**src/link8b10b_config.svh**
```systemverilog
`ifndef LINK8B10B_CONFIG_SVH
`define LINK8B10B_CONFIG_SVH

// K28.5 as sent when the running disparity on entry is negative
`define COMMA_P 10'b0011111010
// K28.5 as sent when the running disparity on entry is positive
`define COMMA_N 10'b1100000101

// register bus address width, word registers at byte offsets
`define CSR_ADDR_W 4

// byte offsets of the four registers
`define REG_TX_OFS 4'h0
`define REG_RX_OFS 4'h4
`define REG_STATUS_OFS 4'h8
`define REG_ERRCNT_OFS 4'hc

`endif

```
**src/csr_pkg.sv**
```systemverilog
package csr_pkg;

	// register select, in the order of the byte offsets
	typedef enum logic [1:0] {
		reg_tx = 2'd0,
		reg_rx = 2'd1,
		reg_status = 2'd2,
		reg_errcnt = 2'd3
	} csr_reg_t;

	// AXI4-Lite response codes used by the slave
	typedef enum logic [1:0] {
		resp_okay = 2'b00,
		resp_slverr = 2'b10
	} axi_resp_t;

	// write channel waits in wr_resp until the response is taken
	typedef enum logic {wr_idle, wr_resp} wr_state_t;
	// read channel waits in rd_data until the data is taken
	typedef enum logic {rd_idle, rd_data} rd_state_t;

endpackage

```
**src/line_code_pkg.sv**
```systemverilog
package line_code_pkg;

	// one data or control byte, bit 0 is the A bit of the 5b/6b sub-block
	typedef logic [7:0] byte_t;

	// one 10-bit code group on the line
	// bit 9 carries a and goes out first, bit 0 carries j
	// bits 9..4 are the abcdei sub-block and bits 3..0 the fghj sub-block
	typedef logic [9:0] code_group_t;

	// running disparity between code groups and between sub-blocks
	typedef enum logic {
		rd_neg = 1'b0,
		rd_pos = 1'b1
	} rd_t;

endpackage

```
**src/dec_8b10b.sv**
```systemverilog
`timescale 1ns/1ps
`include "link8b10b_config.svh"

module dec_8b10b (
	input  logic clk,
	input  logic rst,
	input  logic valid,
	input  line_code_pkg::code_group_t din,
	output line_code_pkg::byte_t dout,
	output logic k,
	output logic code_err,
	output logic disp_err,
	output logic done
);
	import line_code_pkg::*;

	// the 6b halves of the two commas are the two K28 sub-blocks
	localparam code_group_t comma_p = `COMMA_P;
	localparam code_group_t comma_n = `COMMA_N;

	rd_t rd_q, rd6, rd_next;
	logic [5:0] sb6;
	logic [3:0] sb4, sb4_k;
	logic [4:0] edcba;
	logic [2:0] hgf;
	logic [2:0] ones6, ones4;
	logic [3:0] ones;
	logic bad6, bad4, a7, a7_ok, k28, kx7, run_err;
	logic err6, err4, code_err_c;

	assign sb6 = din[9:4];
	assign sb4 = din[3:0];
	assign k28 = (sb6 == comma_p[9:4]) || (sb6 == comma_n[9:4]);
	// after 110000 the fghj half of a K28 is sent complemented
	assign sb4_k = (sb6 == comma_n[9:4]) ? ~sb4 : sb4;

	// abcdei back to EDCBA, both disparity forms on one line
	always_comb begin
		bad6 = 1'b0;
		case (sb6)
			6'b100111, 6'b011000: edcba = 5'd0;
			6'b011101, 6'b100010: edcba = 5'd1;
			6'b101101, 6'b010010: edcba = 5'd2;
			6'b110001: edcba = 5'd3;
			6'b110101, 6'b001010: edcba = 5'd4;
			6'b101001: edcba = 5'd5;
			6'b011001: edcba = 5'd6;
			6'b111000, 6'b000111: edcba = 5'd7;
			6'b111001, 6'b000110: edcba = 5'd8;
			6'b100101: edcba = 5'd9;
			6'b010101: edcba = 5'd10;
			6'b110100: edcba = 5'd11;
			6'b001101: edcba = 5'd12;
			6'b101100: edcba = 5'd13;
			6'b011100: edcba = 5'd14;
			6'b010111, 6'b101000: edcba = 5'd15;
			6'b011011, 6'b100100: edcba = 5'd16;
			6'b100011: edcba = 5'd17;
			6'b010011: edcba = 5'd18;
			6'b110010: edcba = 5'd19;
			6'b001011: edcba = 5'd20;
			6'b101010: edcba = 5'd21;
			6'b011010: edcba = 5'd22;
			6'b111010, 6'b000101: edcba = 5'd23;
			6'b110011, 6'b001100: edcba = 5'd24;
			6'b100110: edcba = 5'd25;
			6'b010110: edcba = 5'd26;
			6'b110110, 6'b001001: edcba = 5'd27;
			// D28 data, the K28 forms follow further down
			6'b001110: edcba = 5'd28;
			6'b101110, 6'b010001: edcba = 5'd29;
			6'b011110, 6'b100001: edcba = 5'd30;
			6'b101011, 6'b010100: edcba = 5'd31;
			6'b001111, 6'b110000: edcba = 5'd28;
			default: begin
				edcba = 5'd0;
				bad6 = 1'b1;
			end
		endcase
	end

	// fghj back to HGF, the alternate 7 is marked for the legality check
	always_comb begin
		bad4 = 1'b0;
		a7 = 1'b0;
		case (sb4_k)
			4'b1011, 4'b0100: hgf = 3'd0;
			4'b1001: hgf = 3'd1;
			4'b0101: hgf = 3'd2;
			4'b1100, 4'b0011: hgf = 3'd3;
			4'b1101, 4'b0010: hgf = 3'd4;
			4'b1010: hgf = 3'd5;
			4'b0110: hgf = 3'd6;
			4'b1110, 4'b0001: hgf = 3'd7;
			4'b0111, 4'b1000: begin
				hgf = 3'd7;
				a7 = 1'b1;
			end
			default: begin
				hgf = 3'd0;
				bad4 = 1'b1;
			end
		endcase
	end

	// K23, K27, K29 and K30 only exist as .7 with the alternate code
	assign kx7 = a7 && (edcba == 5'd23 || edcba == 5'd27 || edcba == 5'd29 || edcba == 5'd30);
	// data only uses A7 where P7 would make a run of five
	assign a7_ok = k28 || kx7 || edcba == 5'd11 || edcba == 5'd13 || edcba == 5'd14 ||
		edcba == 5'd17 || edcba == 5'd18 || edcba == 5'd20;

	// six equal bits in a row never occur inside a legal group
	always_comb begin
		run_err = 1'b0;
		for (int i = 0; i < 5; i++) begin
			if (din[i +: 6] == 6'b111111 || din[i +: 6] == 6'b000000) begin
				run_err = 1'b1;
			end
		end
	end

	assign ones6 = 3'($countones(sb6));
	assign ones4 = 3'($countones(sb4));
	assign ones = {1'b0, ones6} + {1'b0, ones4};
	assign code_err_c = bad6 | bad4 | (ones < 4'd4) | (ones > 4'd6) | run_err | (a7 & ~a7_ok);

	// an unbalanced sub-block must lean against the disparity it enters with
	// and then sets the disparity to its own sign, which also resyncs after errors
	assign err6 = (ones6 > 3'd3 && rd_q == rd_pos) || (ones6 < 3'd3 && rd_q == rd_neg);
	assign rd6 = (ones6 > 3'd3) ? rd_pos : (ones6 < 3'd3) ? rd_neg : rd_q;
	assign err4 = (ones4 > 3'd2 && rd6 == rd_pos) || (ones4 < 3'd2 && rd6 == rd_neg);
	assign rd_next = (ones4 > 3'd2) ? rd_pos : (ones4 < 3'd2) ? rd_neg : rd6;

	always_ff @(posedge clk) begin
		if (!rst) begin
			rd_q <= rd_neg;
			done <= 1'b0;
		end else begin
			done <= valid;
			if (valid) begin
				rd_q <= rd_next;
			end
		end
	end

	always_ff @(posedge clk) begin
		if (valid) begin
			dout <= {hgf, edcba};
			k <= k28 | kx7;
			code_err <= code_err_c;
			disp_err <= err6 | err4;
		end
	end

endmodule

```
**src/enc_8b10b.sv**
```systemverilog
`timescale 1ns/1ps
`include "link8b10b_config.svh"

module enc_8b10b (
	input  logic clk,
	input  logic rst,
	input  logic ena,
	input  logic k,
	input  line_code_pkg::byte_t din,
	output line_code_pkg::code_group_t dout
);
	import line_code_pkg::*;

	rd_t rd_q;
	code_group_t code_q;
	logic disp_in, disp6, disp_out;
	logic ai, bi, ci, di, ei, fi, gi, hi;
	logic aeqb, ceqd, l22, l40, l04, l13, l31;
	logic a_enc, b_enc, c_enc, d_enc, e_enc, i_enc;
	logic f_enc, g_enc, h_enc, j_enc;
	logic pd1s6, nd1s6, ndos6, pdos6, alt7;
	logic pd1s4, nd1s4, ndos4, pdos4;
	logic compls6, compls4;

	assign disp_in = (rd_q == rd_pos);
	assign {hi, gi, fi, ei, di, ci, bi, ai} = din;

	// classify abcd by how many ones it holds
	assign aeqb = ai ~^ bi;
	assign ceqd = ci ~^ di;
	assign l22 = (ai & bi & ~ci & ~di) | (ci & di & ~ai & ~bi) | (~aeqb & ~ceqd);
	assign l40 = ai & bi & ci & di;
	assign l04 = ~(ai | bi | ci | di);
	assign l13 = (~aeqb & ~ci & ~di) | (~ceqd & ~ai & ~bi);
	assign l31 = (~aeqb & ci & di) | (~ceqd & ai & bi);

	// 5b/6b sub-block in its primary form, before any complement
	assign a_enc = ai;
	assign b_enc = (bi & ~l40) | l04;
	assign c_enc = l04 | ci | (ei & di & ~ci & ~bi & ~ai);
	assign d_enc = di & ~(ai & bi & ci);
	assign e_enc = (ei | l13) & ~(ei & di & ~ci & ~bi & ~ai);
	// the k term only matters for K28, the other K codes already set i
	assign i_enc = (l22 & ~ei) | (ei & ~di & ~ci & ~(ai & bi)) | (ei & l40) |
		(k & ei & di & ci & ~bi & ~ai) | (ei & ~di & ci & ~bi & ~ai);

	// pd1s6 marks primary forms that assume a positive disparity before them
	// and nd1s6 those that assume a negative one
	assign pd1s6 = (ei & di & ~ci & ~bi & ~ai) | (~ei & ~l22 & ~l31);
	assign nd1s6 = k | (ei & ~l22 & ~l13) | (~ei & ~di & ci & bi & ai);
	// which of those leave the sub-block unbalanced and so flip the disparity
	assign ndos6 = pd1s6;
	assign pdos6 = k | (ei & ~l22 & ~l13);

	// Dx.7 would give a run of five across e, i, f, g, h for D17, D18, D20
	// at negative disparity and for D11, D13, D14 at positive disparity
	// so those use the alternate 7, as do all Kx.7 symbols
	// the 6b half of these is balanced, so disparity on entry still holds
	assign alt7 = fi & gi & hi & (k | (disp_in ? (~ei & di & l31) : (ei & ~di & l13)));

	// 3b/4b sub-block in its primary form
	assign f_enc = fi & ~alt7;
	assign g_enc = gi | (~fi & ~gi & ~hi);
	assign h_enc = hi;
	assign j_enc = (~hi & (gi ^ fi)) | alt7;

	// K28.1, .2, .5 and .6 take the complement even though they are balanced
	assign nd1s4 = fi & gi;
	assign pd1s4 = (~fi & ~gi) | (k & (fi ^ gi));
	assign ndos4 = ~fi & ~gi;
	assign pdos4 = fi & gi & hi;

	// the 4b half sees the disparity left behind by the 6b half
	assign compls6 = (pd1s6 & ~disp_in) | (nd1s6 & disp_in);
	assign disp6 = disp_in ^ (ndos6 | pdos6);
	assign compls4 = (pd1s4 & ~disp6) | (nd1s4 & disp6);
	assign disp_out = disp6 ^ (ndos4 | pdos4);

	// the line sits on a comma until the first symbol is sent
	always_ff @(posedge clk) begin
		if (!rst) begin
			rd_q <= rd_neg;
			code_q <= `COMMA_N;
		end else if (ena) begin
			rd_q <= disp_out ? rd_pos : rd_neg;
			code_q <= {a_enc ^ compls6, b_enc ^ compls6, c_enc ^ compls6,
				d_enc ^ compls6, e_enc ^ compls6, i_enc ^ compls6,
				f_enc ^ compls4, g_enc ^ compls4, h_enc ^ compls4, j_enc ^ compls4};
		end
	end

	assign dout = code_q;

endmodule

```
**src/link8b10b_top.sv**
```systemverilog
`timescale 1ns/1ps
`include "link8b10b_config.svh"

module link8b10b_top (
	input  logic clk,
	input  logic rst,
	input  logic [`CSR_ADDR_W-1:0] awaddr,
	input  logic awvalid,
	output logic awready,
	input  logic [31:0] wdata,
	input  logic [3:0] wstrb,
	input  logic wvalid,
	output logic wready,
	output csr_pkg::axi_resp_t bresp,
	output logic bvalid,
	input  logic bready,
	input  logic [`CSR_ADDR_W-1:0] araddr,
	input  logic arvalid,
	output logic arready,
	output logic [31:0] rdata,
	output csr_pkg::axi_resp_t rresp,
	output logic rvalid,
	input  logic rready,
	output line_code_pkg::code_group_t tx_code,
	output logic tx_code_valid,
	input  line_code_pkg::code_group_t rx_code,
	input  logic rx_code_valid
);
	import line_code_pkg::*;

	byte_t tx_byte, rx_byte;
	logic tx_k, tx_ena;
	logic rx_k, rx_code_err, rx_disp_err, rx_done;

	link_csr i_csr (
		.clk(clk), .rst(rst),
		.awaddr(awaddr), .awvalid(awvalid), .awready(awready),
		.wdata(wdata), .wstrb(wstrb), .wvalid(wvalid), .wready(wready),
		.bresp(bresp), .bvalid(bvalid), .bready(bready),
		.araddr(araddr), .arvalid(arvalid), .arready(arready),
		.rdata(rdata), .rresp(rresp), .rvalid(rvalid), .rready(rready),
		.tx_byte(tx_byte), .tx_k(tx_k), .tx_ena(tx_ena),
		.rx_byte(rx_byte), .rx_k(rx_k), .rx_code_err(rx_code_err),
		.rx_disp_err(rx_disp_err), .rx_done(rx_done)
	);

	enc_8b10b i_enc (
		.clk(clk), .rst(rst), .ena(tx_ena), .k(tx_k), .din(tx_byte), .dout(tx_code)
	);

	dec_8b10b i_dec (
		.clk(clk), .rst(rst), .valid(rx_code_valid), .din(rx_code),
		.dout(rx_byte), .k(rx_k), .code_err(rx_code_err),
		.disp_err(rx_disp_err), .done(rx_done)
	);

	// the encoder output register lags its enable by one cycle
	always_ff @(posedge clk) begin
		if (!rst) begin
			tx_code_valid <= 1'b0;
		end else begin
			tx_code_valid <= tx_ena;
		end
	end

endmodule

```
**src/link_csr.sv**
```systemverilog
`timescale 1ns/1ps
`include "link8b10b_config.svh"

module link_csr (
	input  logic clk,
	input  logic rst,
	input  logic [`CSR_ADDR_W-1:0] awaddr,
	input  logic awvalid,
	output logic awready,
	input  logic [31:0] wdata,
	// byte strobes are not supported, every write is taken as a full word
	input  logic [3:0] wstrb,
	input  logic wvalid,
	output logic wready,
	output csr_pkg::axi_resp_t bresp,
	output logic bvalid,
	input  logic bready,
	input  logic [`CSR_ADDR_W-1:0] araddr,
	input  logic arvalid,
	output logic arready,
	output logic [31:0] rdata,
	output csr_pkg::axi_resp_t rresp,
	output logic rvalid,
	input  logic rready,
	output line_code_pkg::byte_t tx_byte,
	output logic tx_k,
	output logic tx_ena,
	input  line_code_pkg::byte_t rx_byte,
	input  logic rx_k,
	input  logic rx_code_err,
	input  logic rx_disp_err,
	input  logic rx_done
);
	import csr_pkg::*;

	wr_state_t wr_state;
	rd_state_t rd_state;
	csr_reg_t wr_sel, rd_sel;
	logic wr_hit, rd_hit, wr_ok;
	logic wr_fire, rd_fire, rx_read, cnt_clear;
	logic rx_ready, overflow;
	logic [10:0] rx_q;
	logic [15:0] err_cnt;
	logic [31:0] rd_word;

	// hit is cleared for any offset outside the register map
	function automatic csr_reg_t addr_decode(input logic [`CSR_ADDR_W-1:0] addr,
		output logic hit);
		hit = 1'b1;
		case (addr)
			`REG_TX_OFS: addr_decode = reg_tx;
			`REG_RX_OFS: addr_decode = reg_rx;
			`REG_STATUS_OFS: addr_decode = reg_status;
			`REG_ERRCNT_OFS: addr_decode = reg_errcnt;
			default: begin
				addr_decode = reg_tx;
				hit = 1'b0;
			end
		endcase
	endfunction

	always_comb begin
		wr_sel = addr_decode(awaddr, wr_hit);
		rd_sel = addr_decode(araddr, rd_hit);
	end

	// address and data are only taken together, and only while no response waits
	assign wr_fire = (wr_state == wr_idle) && awvalid && wvalid;
	assign awready = wr_fire;
	assign wready = wr_fire;
	assign bvalid = (wr_state == wr_resp);
	// RX and STATUS are read only
	assign wr_ok = wr_hit && (wr_sel == reg_tx || wr_sel == reg_errcnt);
	assign cnt_clear = wr_fire && wr_ok && (wr_sel == reg_errcnt);

	// the read address is only taken while no read data waits
	assign rd_fire = (rd_state == rd_idle) && arvalid;
	assign arready = rd_fire;
	assign rvalid = (rd_state == rd_data);
	assign rx_read = rd_fire && rd_hit && (rd_sel == reg_rx);

	always_ff @(posedge clk) begin
		if (!rst) begin
			wr_state <= wr_idle;
			rd_state <= rd_idle;
			tx_ena <= 1'b0;
		end else begin
			// one encoder strobe per accepted TX write, in step with bvalid
			tx_ena <= wr_fire && wr_ok && (wr_sel == reg_tx);
			if (wr_state == wr_idle && wr_fire) begin
				wr_state <= wr_resp;
			end else if (wr_state == wr_resp && bready) begin
				wr_state <= wr_idle;
			end
			if (rd_state == rd_idle && rd_fire) begin
				rd_state <= rd_data;
			end else if (rd_state == rd_data && rready) begin
				rd_state <= rd_idle;
			end
		end
	end

	always_comb begin
		rd_word = '0;
		case (rd_sel)
			reg_tx: rd_word[8:0] = {tx_k, tx_byte};
			reg_rx: rd_word[10:0] = rx_q;
			reg_status: rd_word[1:0] = {overflow, rx_ready};
			reg_errcnt: rd_word[15:0] = err_cnt;
		endcase
	end

	// response and data stay put while the master holds off ready
	always_ff @(posedge clk) begin
		if (wr_fire) begin
			bresp <= wr_ok ? resp_okay : resp_slverr;
			if (wr_ok && wr_sel == reg_tx) begin
				tx_byte <= wdata[7:0];
				tx_k <= wdata[8];
			end
		end
		if (rd_fire) begin
			rresp <= rd_hit ? resp_okay : resp_slverr;
			rdata <= rd_hit ? rd_word : '0;
		end
		if (rx_done) begin
			rx_q <= {rx_disp_err, rx_code_err, rx_k, rx_byte};
		end
	end

	// a new symbol wins over a read of RX in the same cycle
	always_ff @(posedge clk) begin
		if (!rst) begin
			rx_ready <= 1'b0;
			overflow <= 1'b0;
			err_cnt <= '0;
		end else begin
			if (rx_done) begin
				rx_ready <= 1'b1;
				overflow <= rx_ready && !rx_read;
			end else if (rx_read) begin
				rx_ready <= 1'b0;
				overflow <= 1'b0;
			end
			if (cnt_clear) begin
				err_cnt <= '0;
			end else if (rx_done && (rx_code_err || rx_disp_err) && err_cnt != 16'hffff) begin
				err_cnt <= err_cnt + 16'd1;
			end
		end
	end

endmodule

```
**config.mk**
```make
export PLATFORM = sky130hd
export DESIGN_NAME = link8b10b_top
export DESIGN_NICKNAME = d
export VERILOG_FILES = /design/src/csr_pkg.sv /design/src/line_code_pkg.sv /design/src/dec_8b10b.sv /design/src/enc_8b10b.sv /design/src/link8b10b_top.sv /design/src/link_csr.sv
export VERILOG_INCLUDE_DIRS = /design/src /design/src/src
export SDC_FILE = /design/constraint.sdc
export NUM_CORES = 1
export LEC_CHECK = 0
export BUFFER_PORTS_ARGS = -buffer_cell sky130_fd_sc_hd__buf_4
export CAP_MARGIN = 20
export CELL_PAD_IN_SITES_DETAIL_PLACEMENT = 1
export CELL_PAD_IN_SITES_GLOBAL_PLACEMENT = 1
export CORE_UTILIZATION = 46
export CTS_CLUSTER_SIZE = 25
export DETAILED_ROUTE_END_ITERATION = 8
export GPL_TIMING_DRIVEN = 0
export HOLD_SLACK_MARGIN = 0.03
export PLACE_DENSITY = 0.95
export SLEW_MARGIN = 0
export SYNTH_ARGS = -nofsm -noshare
export SYNTH_HDL_FRONTEND = slang
export SYNTH_SLANG_ARGS = --single-unit
```
**constraint.sdc**
```tcl
create_clock -name clk -period 8.7 [get_ports clk]
set_input_delay 0.87 -clock clk [delete_from_list [all_inputs] [get_ports clk]]
set_output_delay 0.87 -clock clk [all_outputs]
set_load 0.02 [all_outputs]
```
==> results of run 1 <==
critical path, stage by stage:
cell and delay, ps:
buf_4 100, clkbuf_1 350, inv_1 200, ha_1 340
ha_1 200, fa_1 620, fa_1 450, a221o_1 350
a21oi_1 110, o21ai_0 100, a2111oi_0 680, o221ai_2 200
synthesized netlist by cell type (4+ instances only):
| cell | n | share of area |
|---|---|---|
| nor2_1 | 56 | 0.040 |
| and3_1 | 13 | 0.015 |
| dfxtp_1 | 35 | 0.13 |
| buf_6 | 4 | 0.0085 |
| a22oi_1 | 8 | 0.011 |
| ha_1 | 33 | 0.078 |
| a31oi_1 | 6 | 0.0071 |
| nand4_1 | 8 | 0.0094 |
| a21oi_1 | 34 | 0.032 |
| o21ai_0 | 18 | 0.017 |
| buf_4 | 20 | 0.028 |
| edfxtp_1 | 49 | 0.28 |
| inv_1 | 28 | 0.020 |
| mux2i_1 | 12 | 0.023 |
| and2_1 | 5 | 0.0059 |
| xnor2_1 | 16 | 0.026 |
| clkbuf_1 | 14 | 0.0099 |
| nand3_1 | 17 | 0.016 |
| buf_2 | 8 | 0.0075 |
| xor2_1 | 8 | 0.013 |
| a311oi_1 | 6 | 0.0099 |
| a22o_1 | 5 | 0.0082 |
| nand2b_1 | 4 | 0.0047 |
| and4_1 | 5 | 0.0082 |
| nand2_1 | 37 | 0.026 |
| o211ai_1 | 4 | 0.0056 |
| nor3_1 | 4 | 0.0038 |
| or3_1 | 4 | 0.0047 |
| a211oi_1 | 9 | 0.013 |
sequential cells by signal (all words and copies together) (netlist names):
| signal | flops |
|---|---|
| i_csr.rresp | 1 |
| i_csr.overflow | 1 |
| i_csr.err_cnt | 16 |
| i_dec.k | 1 |
| i_csr.rvalid | 1 |
| i_dec.code_err | 1 |
| i_csr.tx_byte | 8 |
| i_dec.rd_q | 1 |
| i_csr.bvalid | 1 |
| i_csr.rx_q | 11 |
| i_enc.dout | 10 |
| i_csr.bresp | 1 |
| i_csr.tx_ena | 1 |
| i_csr.tx_k | 1 |
| i_dec.done | 1 |
| i_enc.disp_in | 1 |
| i_csr.rx_ready | 1 |
| i_csr.rdata | 16 |
| i_dec.dout | 8 |
| i_dec.disp_err | 1 |
| tx_code_valid | 1 |
worst max path at each step:
| stage | slack [ps] | end | depth (start not counted) | start |
|---|---|---|---|---|
| after floorplan | 4670 | i_dec.code_err | 11 | rx_code[2] |
| after global placement | 4040 | i_dec.code_err | 12 | rx_code[2] |
| after detailed placement | 3850 | i_dec.code_err | 12 | rx_code[2] |
| after CTS | 4190 | i_dec.code_err | 12 | rx_code[2] |
| after global routing | 3940 | i_dec.code_err | 12 | rx_code[3] |
| final | 4170 | i_dec.code_err | 12 | rx_code[2] |
cells by family (layout without fill, tap and decap cells):
family / Yosys count / count (layout) / synth area share
and+or+nand+nor: 175 / 175 / 0.170
AOI/OAI and AO/OA: 124 / 124 / 0.171
DFF: 84 / 84 / 0.408
buffers and inverters: 77 / 162 / 0.0759
adders and majority gates: 36 / 36 / 0.0889
xor gates and xnor gates: 26 / 26 / 0.0456
muxes: 18 / 18 / 0.0400
other: 1 / 18 / 0.000705
area by class of cell:
cell class | count | area [µm²]
well taps | 140 | 175
fillers | 1243 | 4620
multi-input cells | 397 | 2820
clock inverters | 6 | 87.6
inverters | 29 | 109
flip-flops and latches | 84 | 2170
repair buffers | 69 | 518
plain buffers | 48 | 295
clock buffers | 10 | 239
power groups by stage:
stage / logic [mW] / clock network, mW / registers, mW
after floorplan: 0.127 / 0 / 0.468
after global placement: 0.186 / 0 / 0.463
after detailed placement: 0.197 / 0 / 0.464
after CTS: 0.200 / 0.418 / 0.456
after global routing: 0.219 / 0.434 / 0.458
final: 0.200 / 0.415 / 0.456
routing by layer:
metal | vias to the layer above | GRT usage
met5 | - | 0
met4 | 0 | 0.111
met3 | 44 | 0.0373
met2 | 157 | 0.478
met1 | 2231 | 0.295
li1 | 2139 | -
cells in the final DEF, fill, tap and decap left out, types with 16 or more instances in the layout:
cell / Yosys / final
ha_1: 33 / 33
a21oi_1: 34 / 34
edfxtp_1: 49 / 49
o21ai_0: 18 / 18
dfxtp_1: 35 / 35
nand2_1: 37 / 37
inv_1: 28 / 28
buf_4: 20 / 89
conb_1: 1 / 18
xnor2_1: 16 / 16
nor2_1: 56 / 56
nand3_1: 17 / 17
==> results.py, run 1 <==
metrics = {
    "min_path": {
        "hp-class": "flop to flop",
        "hold_start": "i_dec.dout[3]",
        "worstHoldPathCells": 0,
        "hold_end": "i_csr.rx_q[3]",
    },
    "clock_tree": {
        "ctsHoldBuffers": 0,
        "htree_levels": 3,
        "clk_pin_slew_ps": 60,
        "cts_buffers": 9,
        "clockRootBuffer": "clkbuf_16",
        "clk_latency_ps": 340,
        "post_cts_buffers": 0,
        "clock_sinks": 84,
        "ctsLongestPathBuffers": 2,
        "tritoncts": "done",
        "cts_resized": 0,
    },
    "critical_path": {
        "start_kind": "input pin",
        "crit_arrival_ps": 4580,
        "crit_path_end_kind": "flop",
        "worst-path-max-fanout": 10,
        "r2r-start": "i_csr.tx_byte[0]",
        "cp.required_ps": 8750,
        "reg2reg_slack_ps": 5540,
        "r2r-end": "i_enc.dout[3]",
        "criticalPathCategory": "input pin to flop",
        "r2r_cells": 9,
    },
    "global_routing": {
        "grtUsageTotal": 0.258,
        "grt_pass1_wl_um": 23600,
        "grt_overflow": 0,
        "grt_max_degree": 15,
        "antenna_found_initial": 0,
        "grt_pass1_vias": 4695,
    },
    "sta": {
        "max_slew_margin": 0.334,
        "drv_slew": 0,
        "postLayoutSetupSlackWorst_ps": 4170,
        "period_needed_ps": 4530,
        "finalCritPeriodShare": 0.521,
        "tns_ps": 0,
        "fmax_mhz": 221,
        "worst_pin_slew_ps": 989,
        "rsz0062_at_grt": "false",
        "holdWs_ps": 419,
        "finClkSkew_ps": 6.16,
        "setup_viol": 0,
        "hold_viol": 0,
    },
    "floorplanning": {
        "num_io_pins": 114,
        "placementRows": 38,
        "die_w_um": 110,
        "die-area_um2": 12000,
        "fp.coreArea_um2": 11000,
        "initial_utilization": 0.482,
        "fp.dieH_um": 110,
    },
    "power_and_ir_drop": {
        "switchingPower_mw": 0.284,
        "p_leak_nw": 2.67,
        "vdd_drop_max_mv": 0.140,
        "p_per_area_nw_per_um2": 167,
        "p_sw_frac": 0.265,
        "pwr-share-seq": 0.426,
        "pwr-share-comb": 0.187,
        "p_clk_frac": 0.387,
        "intPower_mw": 0.787,
        "power_mw": 1.07,
    },
    "yosys": {
        "syn_area_per_cell_um2": 9.84,
        "synth_edf_count": 49,
        "synth_area_um2": 5320,
        "ys_types": 74,
        "synthCells": 541,
        "synth-async-reset-ratio": 0,
        "synth-seq-area-share": 0.408,
        "yosys_register_bits": 84,
        "synth_flop_cell": "edfxtp_1",
        "ys_warn_count": 0,
    },
    "routing": {
        "vias_per_cell": 5.84,
        "dr.pass1.iters": 4,
        "postRouteAntennaNets": 0,
        "wire_per_inst_um": 19.0,
        "top_layer": "met4",
        "met2_length_um": 7730,
        "finalWirelength_um": 14900,
        "m1WireLength_um": 6110,
        "met3_length_um": 616,
        "first_iter_violations": 267,
        "drc": 0,
        "num_vias": 4571,
    },
    "place": {
        "hpwl_um": 10700,
        "dpl_cell_area_um2": 6090,
        "dp.cells": 767,
        "place_ws_ps": 3850,
        "place_congestion": 0.921,
        "port_buffers": 68,
    },
    "status": {
        "status": "completed",
    },
    "layout": {
        "final_area_um2": 6410,
        "nets": 736,
        "diodes": 0,
        "final_cells": 783,
        "fin_util": 0.581,
        "area_growth_pct": 20.5,
        "final_layout_size_suffix_gt1_frac": 0.229,
    },
    "run": {
        "cap_violations": 0,
    },
}
(Power assumes the default switching activity.)
==> run 2: changes to the inputs <==
--- a/config.mk
+++ b/config.mk
@@ -10,12 +10,12 @@
 export CAP_MARGIN = 20
 export CELL_PAD_IN_SITES_DETAIL_PLACEMENT = 1
 export CELL_PAD_IN_SITES_GLOBAL_PLACEMENT = 1
-export CORE_UTILIZATION = 46
+export CORE_UTILIZATION = 38
 export CTS_CLUSTER_SIZE = 25
 export DETAILED_ROUTE_END_ITERATION = 8
 export GPL_TIMING_DRIVEN = 0
 export HOLD_SLACK_MARGIN = 0.03
-export PLACE_DENSITY = 0.95
+export PLACE_DENSITY = 0.88
 export SLEW_MARGIN = 0
 export SYNTH_ARGS = -nofsm -noshare
 export SYNTH_HDL_FRONTEND = slang
==> constraint.sdc (replaced) <==
create_clock -name clk -period 3.65 [get_ports clk]
set_input_delay 0.365 -clock clk [delete_from_list [all_inputs] [get_ports clk]]
set_output_delay 0.365 -clock clk [all_outputs]
set_load 0.02 [all_outputs]
==> run 2 against run 1 <==
Clock power increased by 130%. Hold slack worse by 220 ps. Non-clock buffer count decreased by 2. Critical path depth down 1. Clock-buffer cell count rose by 1. First-iteration DRC count down 18%. Cell area up 0.57%. Register-to-register slack lost 5000 ps. Combinational power increased by 140%. Cell count rose by 4.3%. Highest routed layer unchanged.
==> results.py, run 2 (synthesis results as in run 1) <==
metrics = {
    "run": {
        "cap_violations": 0,
    },
    "critical_path": {
        "crit_family": "adder cells",
        "crit_path_end_kind": "flop",
        "criticalPathCategory": "input pin to flop",
        "worst-path-max-fanout": 10,
        "path_buf_inv": 2,
        "start_kind": "input pin",
        "cpPeakStageDelay_ps": 470,
        "cp_cell_sequence": "buf_4 > ha_1 > buf_2 > xor2_1 > ha_1 > ha_1 > fa_1 > a2111oi_0 > a21oi_1 > a2111oi_2 > o221ai_2",
        "cp_common_cell": "ha_1",
        "crit_arrival_ps": 3470,
        "cp.required_ps": 3720,
        "critPathSlowestCell": "fa_1",
    },
    "clock_tree": {
        "htree_levels": 3,
        "clk_pin_slew_ps": 60,
        "tritoncts": "done",
        "clockRootBuffer": "clkbuf_16",
        "clk_latency_ps": 340,
        "ctsHoldBuffers": 0,
        "clock_sinks": 84,
        "ctsLongestPathBuffers": 2,
        "cts_buffers": 9,
    },
    "layout": {
        "final_common_cell": "buf_4",
        "top_regs": "i_csr.err_cnt (16), i_csr.rdata (16), i_csr.rx_q (11)",
        "final_cell_mix": "89 x buf_4, 56 x nor2_1, 49 x edfxtp_1",
        "area_growth_pct": 21.2,
        "diodes": 0,
        "nets": 734,
        "final_layout_size_suffix_gt1_frac": 0.228,
    },
    "power_and_ir_drop": {
        "vdd_drop_max_mv": 0.236,
        "p_sw_frac": 0.263,
        "power_mw": 2.53,
        "pwr-share-comb": 0.190,
        "switchingPower_mw": 0.666,
        "pwr-share-seq": 0.429,
        "p_clk_frac": 0.381,
        "p_leak_nw": 2.66,
        "p_per_area_nw_per_um2": 392,
        "intPower_mw": 1.86,
    },
    "routing": {
        "postRouteAntennaNets": 0,
        "vias_per_cell": 5.42,
        "first_iter_violations": 218,
        "wire_per_inst_um": 16.8,
        "dr.pass1.iters": 5,
        "drc": 0,
        "num_vias": 4425,
        "finalWirelength_um": 13700,
    },
    "floorplanning": {
        "die-area_um2": 14500,
        "fp.coreArea_um2": 13500,
        "die_w_um": 120,
        "num_io_pins": 114,
        "placementRows": 42,
        "fp.dieH_um": 120,
        "initial_utilization": 0.396,
    },
    "global_routing": {
        "grt_pass1_vias": 4616,
        "grtUsageTotal": 0.197,
        "grt_max_degree": 15,
        "antenna_found_initial": 0,
        "grt_overflow": 0,
        "grt_pass1_wl_um": 22500,
    },
    "status": {
        "status": "completed",
    },
    "sta": {
        "hold_viol": 0,
        "setup_viol": 0,
        "finalCritPeriodShare": 0.931,
        "rsz0062_at_grt": "false",
        "drv_slew": 0,
        "worst_pin_slew_ps": 825,
        "max_slew_margin": 0.444,
        "period_needed_ps": 3400,
        "fmax_mhz": 294,
        "postLayoutSetupSlackWorst_ps": 250,
        "tns_ps": 0,
        "finClkSkew_ps": 4.71,
    },
    "place": {
        "place_ws_ps": -692,
        "place_congestion": 0.854,
        "hpwl_um": 10400,
        "port_buffers": 68,
    },
    "min_path": {
        "hp-class": "input pin to flop",
    },
}
## run 2: through the flow
| stage | hold WS [ps] | cell area, µm² | instances | util |
|---|---|---|---|---|
| 5_1_grt | 190 | 6450 | 817 | 0.479 |
| 6_report | 197 | 6450 | 817 | 0.479 |
| 3_5_place_dp | 409 | 6130 | 803 | 0.456 |
| 2_1_floorplan | 400 | 5390 | 558 | - |
| 4_1_cts | 183 | 6460 | 819 | 0.480 |
| 3_3_place_gp | 405 | 6120 | 802 | 0.455 |
## run 2: cell type report
cell class	count	area [µm²]
Clock buffer	11	233
Buffer	46	288
Timing Repair Buffer	69	518
Multi-Input combinational cell	397	2820
Sequential cell	84	2170
Tap cell	176	220
Fill cell	1552	7000
Clock inverter	5	86.3
Inverter	29	109
## run 2: power groups by stage
stage               clock, mW  sequential [mW]  combinational (mW)
global placement            0             1.10               0.445
floorplan                   0             1.11               0.303
global route             1.01             1.09               0.529
detailed placement          0             1.11               0.472
finish                  0.964             1.09               0.481
CTS                     0.988             1.09               0.482
## run 2: repair_timing
item	CTS	global route
gates resized for setup	2	0
buffers inserted	0	0
hold endpoints to repair	0	0
endpoints found under the setup margin	1	1
## run 2: worst reg2reg max path: cells and delay by family (launching register included)
kind | cells | cell delay (ps)
xor+xnor | 2 | 340
fa+ha+maj | 1 | 350
compound gates | 3 | 1100
flops | 1 | 490
buf+inv | 1 | 120
mux | 1 | 420
simple gates | 1 | 150
## run 2: final timing paths
kind                    start          endpoint  slack [ps]  cells after the start
max                rx_code[6]    i_dec.code_err         250                     11
min reg2reg     i_dec.dout[6]     i_csr.rx_q[6]         420                      0
max reg2reg  i_csr.tx_byte[0]     i_enc.dout[3]         580                      9
min                  wdata[0]  i_csr.tx_byte[0]         200                      1
## run 2: per-layer routing
layer | vias up | share of wire | global-route usage
met4 | 0 | 0.023 | 0.0988
met1 | 2137 | 0.42 | 0.223
met3 | 23 | 0.039 | 0.0245
met5 | - | 0 | 0
met2 | 123 | 0.52 | 0.362
li1 | 2142 | - | -
==> run 3: changes to the inputs <==
--- a/config.mk
+++ b/config.mk
@@ -7,7 +7,6 @@
 export NUM_CORES = 1
 export LEC_CHECK = 0
 export BUFFER_PORTS_ARGS = -buffer_cell sky130_fd_sc_hd__buf_4
-export CAP_MARGIN = 20
 export CELL_PAD_IN_SITES_DETAIL_PLACEMENT = 1
 export CELL_PAD_IN_SITES_GLOBAL_PLACEMENT = 1
 export CORE_UTILIZATION = 38
==> constraint.sdc (replaced) <==
create_clock -name clk -period 2.8 [get_ports clk]
set_input_delay 0.28 -clock clk [delete_from_list [all_inputs] [get_ports clk]]
set_output_delay 0.28 -clock clk [all_outputs]
set_load 0.02 [all_outputs]
==> run 3 against run 2 <==
The run now ends with setup timing left. Clock skew grew 3.7 ps. Die area is the same. Global-route usage grew 1.2 points. Critical path type unchanged. Largest cell class unchanged. Largest power group unchanged. Highest routed layer unchanged.
==> results.py, run 3 (synthesis results as in run 1) <==
metrics = {
    "routing": {
        "first_iter_violations": 284,
        "finalWirelength_um": 15200,
        "postRouteAntennaNets": 0,
        "dr.pass1.iters": 5,
        "wire_per_inst_um": 18.4,
        "drc": 0,
        "vias_per_cell": 5.53,
        "num_vias": 4577,
    },
    "place": {
        "port_buffers": 68,
        "place_congestion": 0.908,
        "dp.cells": 802,
        "hpwl_um": 10700,
    },
    "layout": {
        "final_cell_mix": "97 x buf_4, 56 x nor2_1, 49 x edfxtp_1",
        "final_common_cell": "buf_4",
        "top_regs": "i_csr.err_cnt (16), i_csr.rdata (16), i_csr.rx_q (11)",
        "fin_util": 0.500,
        "final_layout_size_suffix_gt1_frac": 0.273,
        "area_growth_pct": 26.4,
        "nets": 744,
        "final_cells": 827,
        "diodes": 0,
        "fillers": 1523,
        "multi_input_area_um2": 3020,
        "regArea_um2": 2170,
    },
    "floorplanning": {
        "die_w_um": 120,
        "initial_utilization": 0.396,
        "fp.dieH_um": 120,
        "placementRows": 42,
        "die-area_um2": 14500,
        "num_io_pins": 114,
        "fp.coreArea_um2": 13500,
    },
    "clock_tree": {
        "cts_buffers": 9,
        "tritoncts": "done",
        "clk_latency_ps": 340,
        "clock_sinks": 84,
        "htree_levels": 3,
        "ctsLongestPathBuffers": 2,
        "clk_pin_slew_ps": 60,
        "clockRootBuffer": "clkbuf_16",
    },
    "min_path": {
        "worstHoldPathCells": 1,
        "hp-class": "input pin to flop",
    },
    "global_routing": {
        "antenna_found_initial": 0,
        "grt_pass1_vias": 4754,
        "grt_overflow": 0,
        "grtUsageTotal": 0.210,
        "grt_max_degree": 20,
        "grt_pass1_wl_um": 23700,
    },
    "sta": {
        "worst_pin_slew_ps": 945,
        "finClkSkew_ps": 8.40,
        "holdWs_ps": 109,
        "period_needed_ps": 2890,
        "tns_ps": -86.2,
        "fmax_mhz": 346,
        "max_slew_margin": 0.363,
        "postLayoutSetupSlackWorst_ps": -86.2,
        "setup_viol": 1,
        "drv_slew": 0,
        "hold_viol": 0,
        "rsz0062_at_grt": "true",
        "finalCritPeriodShare": 1.03,
    },
    "critical_path": {
        "cp.required_ps": 2870,
        "cp_cell_sequence": "buf_4 > clkbuf_16 > inv_6 > ha_4 > ha_4 > fa_2 > fa_1 > a221o_1 > a21oi_2 > o21ai_2 > a2111oi_4 > o221ai_2",
        "crit_arrival_ps": 2960,
        "critPathSlowestCell": "fa_2",
        "reg2reg_slack_ps": 140,
        "r2r-end": "i_enc.dout[3]",
        "crit_start": "rx_code[2]",
        "r2r-start": "i_csr.tx_byte[1]",
        "worst-path-max-fanout": 10,
        "start_kind": "input pin",
        "cp_common_cell": "ha_4",
        "crit_path_end_kind": "flop",
        "worstSetupEndpoint": "i_dec.code_err",
        "r2r_cells": 10,
        "criticalPathCategory": "input pin to flop",
        "cpPeakStageDelay_ps": 570,
    },
    "power_and_ir_drop": {
        "vdd_drop_max_mv": 0.284,
        "p_per_area_nw_per_um2": 497,
        "p_leak_nw": 2.72,
    },
    "status": {
        "violations": "setup timing",
        "status": "finished, violations left",
    },
    "run": {
        "cap_violations": 0,
    },
}
==> run 3: worst min-delay path by stage <==
stage | startpoint | to | slack (ps)
final | wdata[8] | i_csr.tx_k | 110
after global routing | wdata[2] | i_csr.tx_byte[2] | 110
after CTS | wdata[8] | i_csr.tx_k | 100
after detailed placement | i_dec.dout[7] | i_csr.rx_q[7] | 410
after global placement | i_dec.dout[1] | i_csr.rx_q[1] | 400
after floorplan | rst | i_enc.dout[8] | 340
==> run 3: repair_timing <==
action	CTS	global route
pin swaps	4	2
setup buffers	5	4
endpoints found under the hold margin	0	0
cloned	0	0
hold buffers	0	0
resized for setup	12	13
setup endpoints to repair	8	10
==> run 3: power breakdown <==
group	switching [mW]	total (mW)	internal (mW)
registers	0.0357	1.42	1.38
clock network	0.469	1.16	0.690
logic	0.427	0.764	0.338
==> run 3: area by class of cell <==
cell class,instances,share of cell area
clock inverter,4,0.00744
sequential,84,0.323
inverter,29,0.0177
clock buffer,12,0.0352
multi-input combinational,397,0.448
tap,176,0.0327
buffer,48,0.0495
timing repair buffer,77,0.0860
==> run 3: per-stage QoR <==
| step | setup WS, ps | total power, mW | cell area, µm² |
|---|---|---|---|
| floorplan | -258 | 1.88 | 5480 |
| global placement | -663 | 2.05 | 6210 |
| detailed placement | -696 | 2.10 | 6220 |
| CTS | -57.1 | 3.31 | 6610 |
| global route | -165 | 3.45 | 6730 |
| finish | -86.2 | 3.34 | 6730 |
==> run 3: layer usage <==
metal	track usage	vias up	part of all wire	routed length [µm]
met3	0.0288	41	0.041	621
met2	0.389	148	0.53	8000
met1	0.230	2230	0.40	6020
met5	0	-	0	0
li1	-	2158	-	-
met4	0.110	0	0.038	571
==> run 3: critical path, delay by kind of cell <==
family,cells,cell delay (ps)
adders and majority gates,4,1360
AOI/OAI and AO/OA,5,950
buffers and inverters,3,370
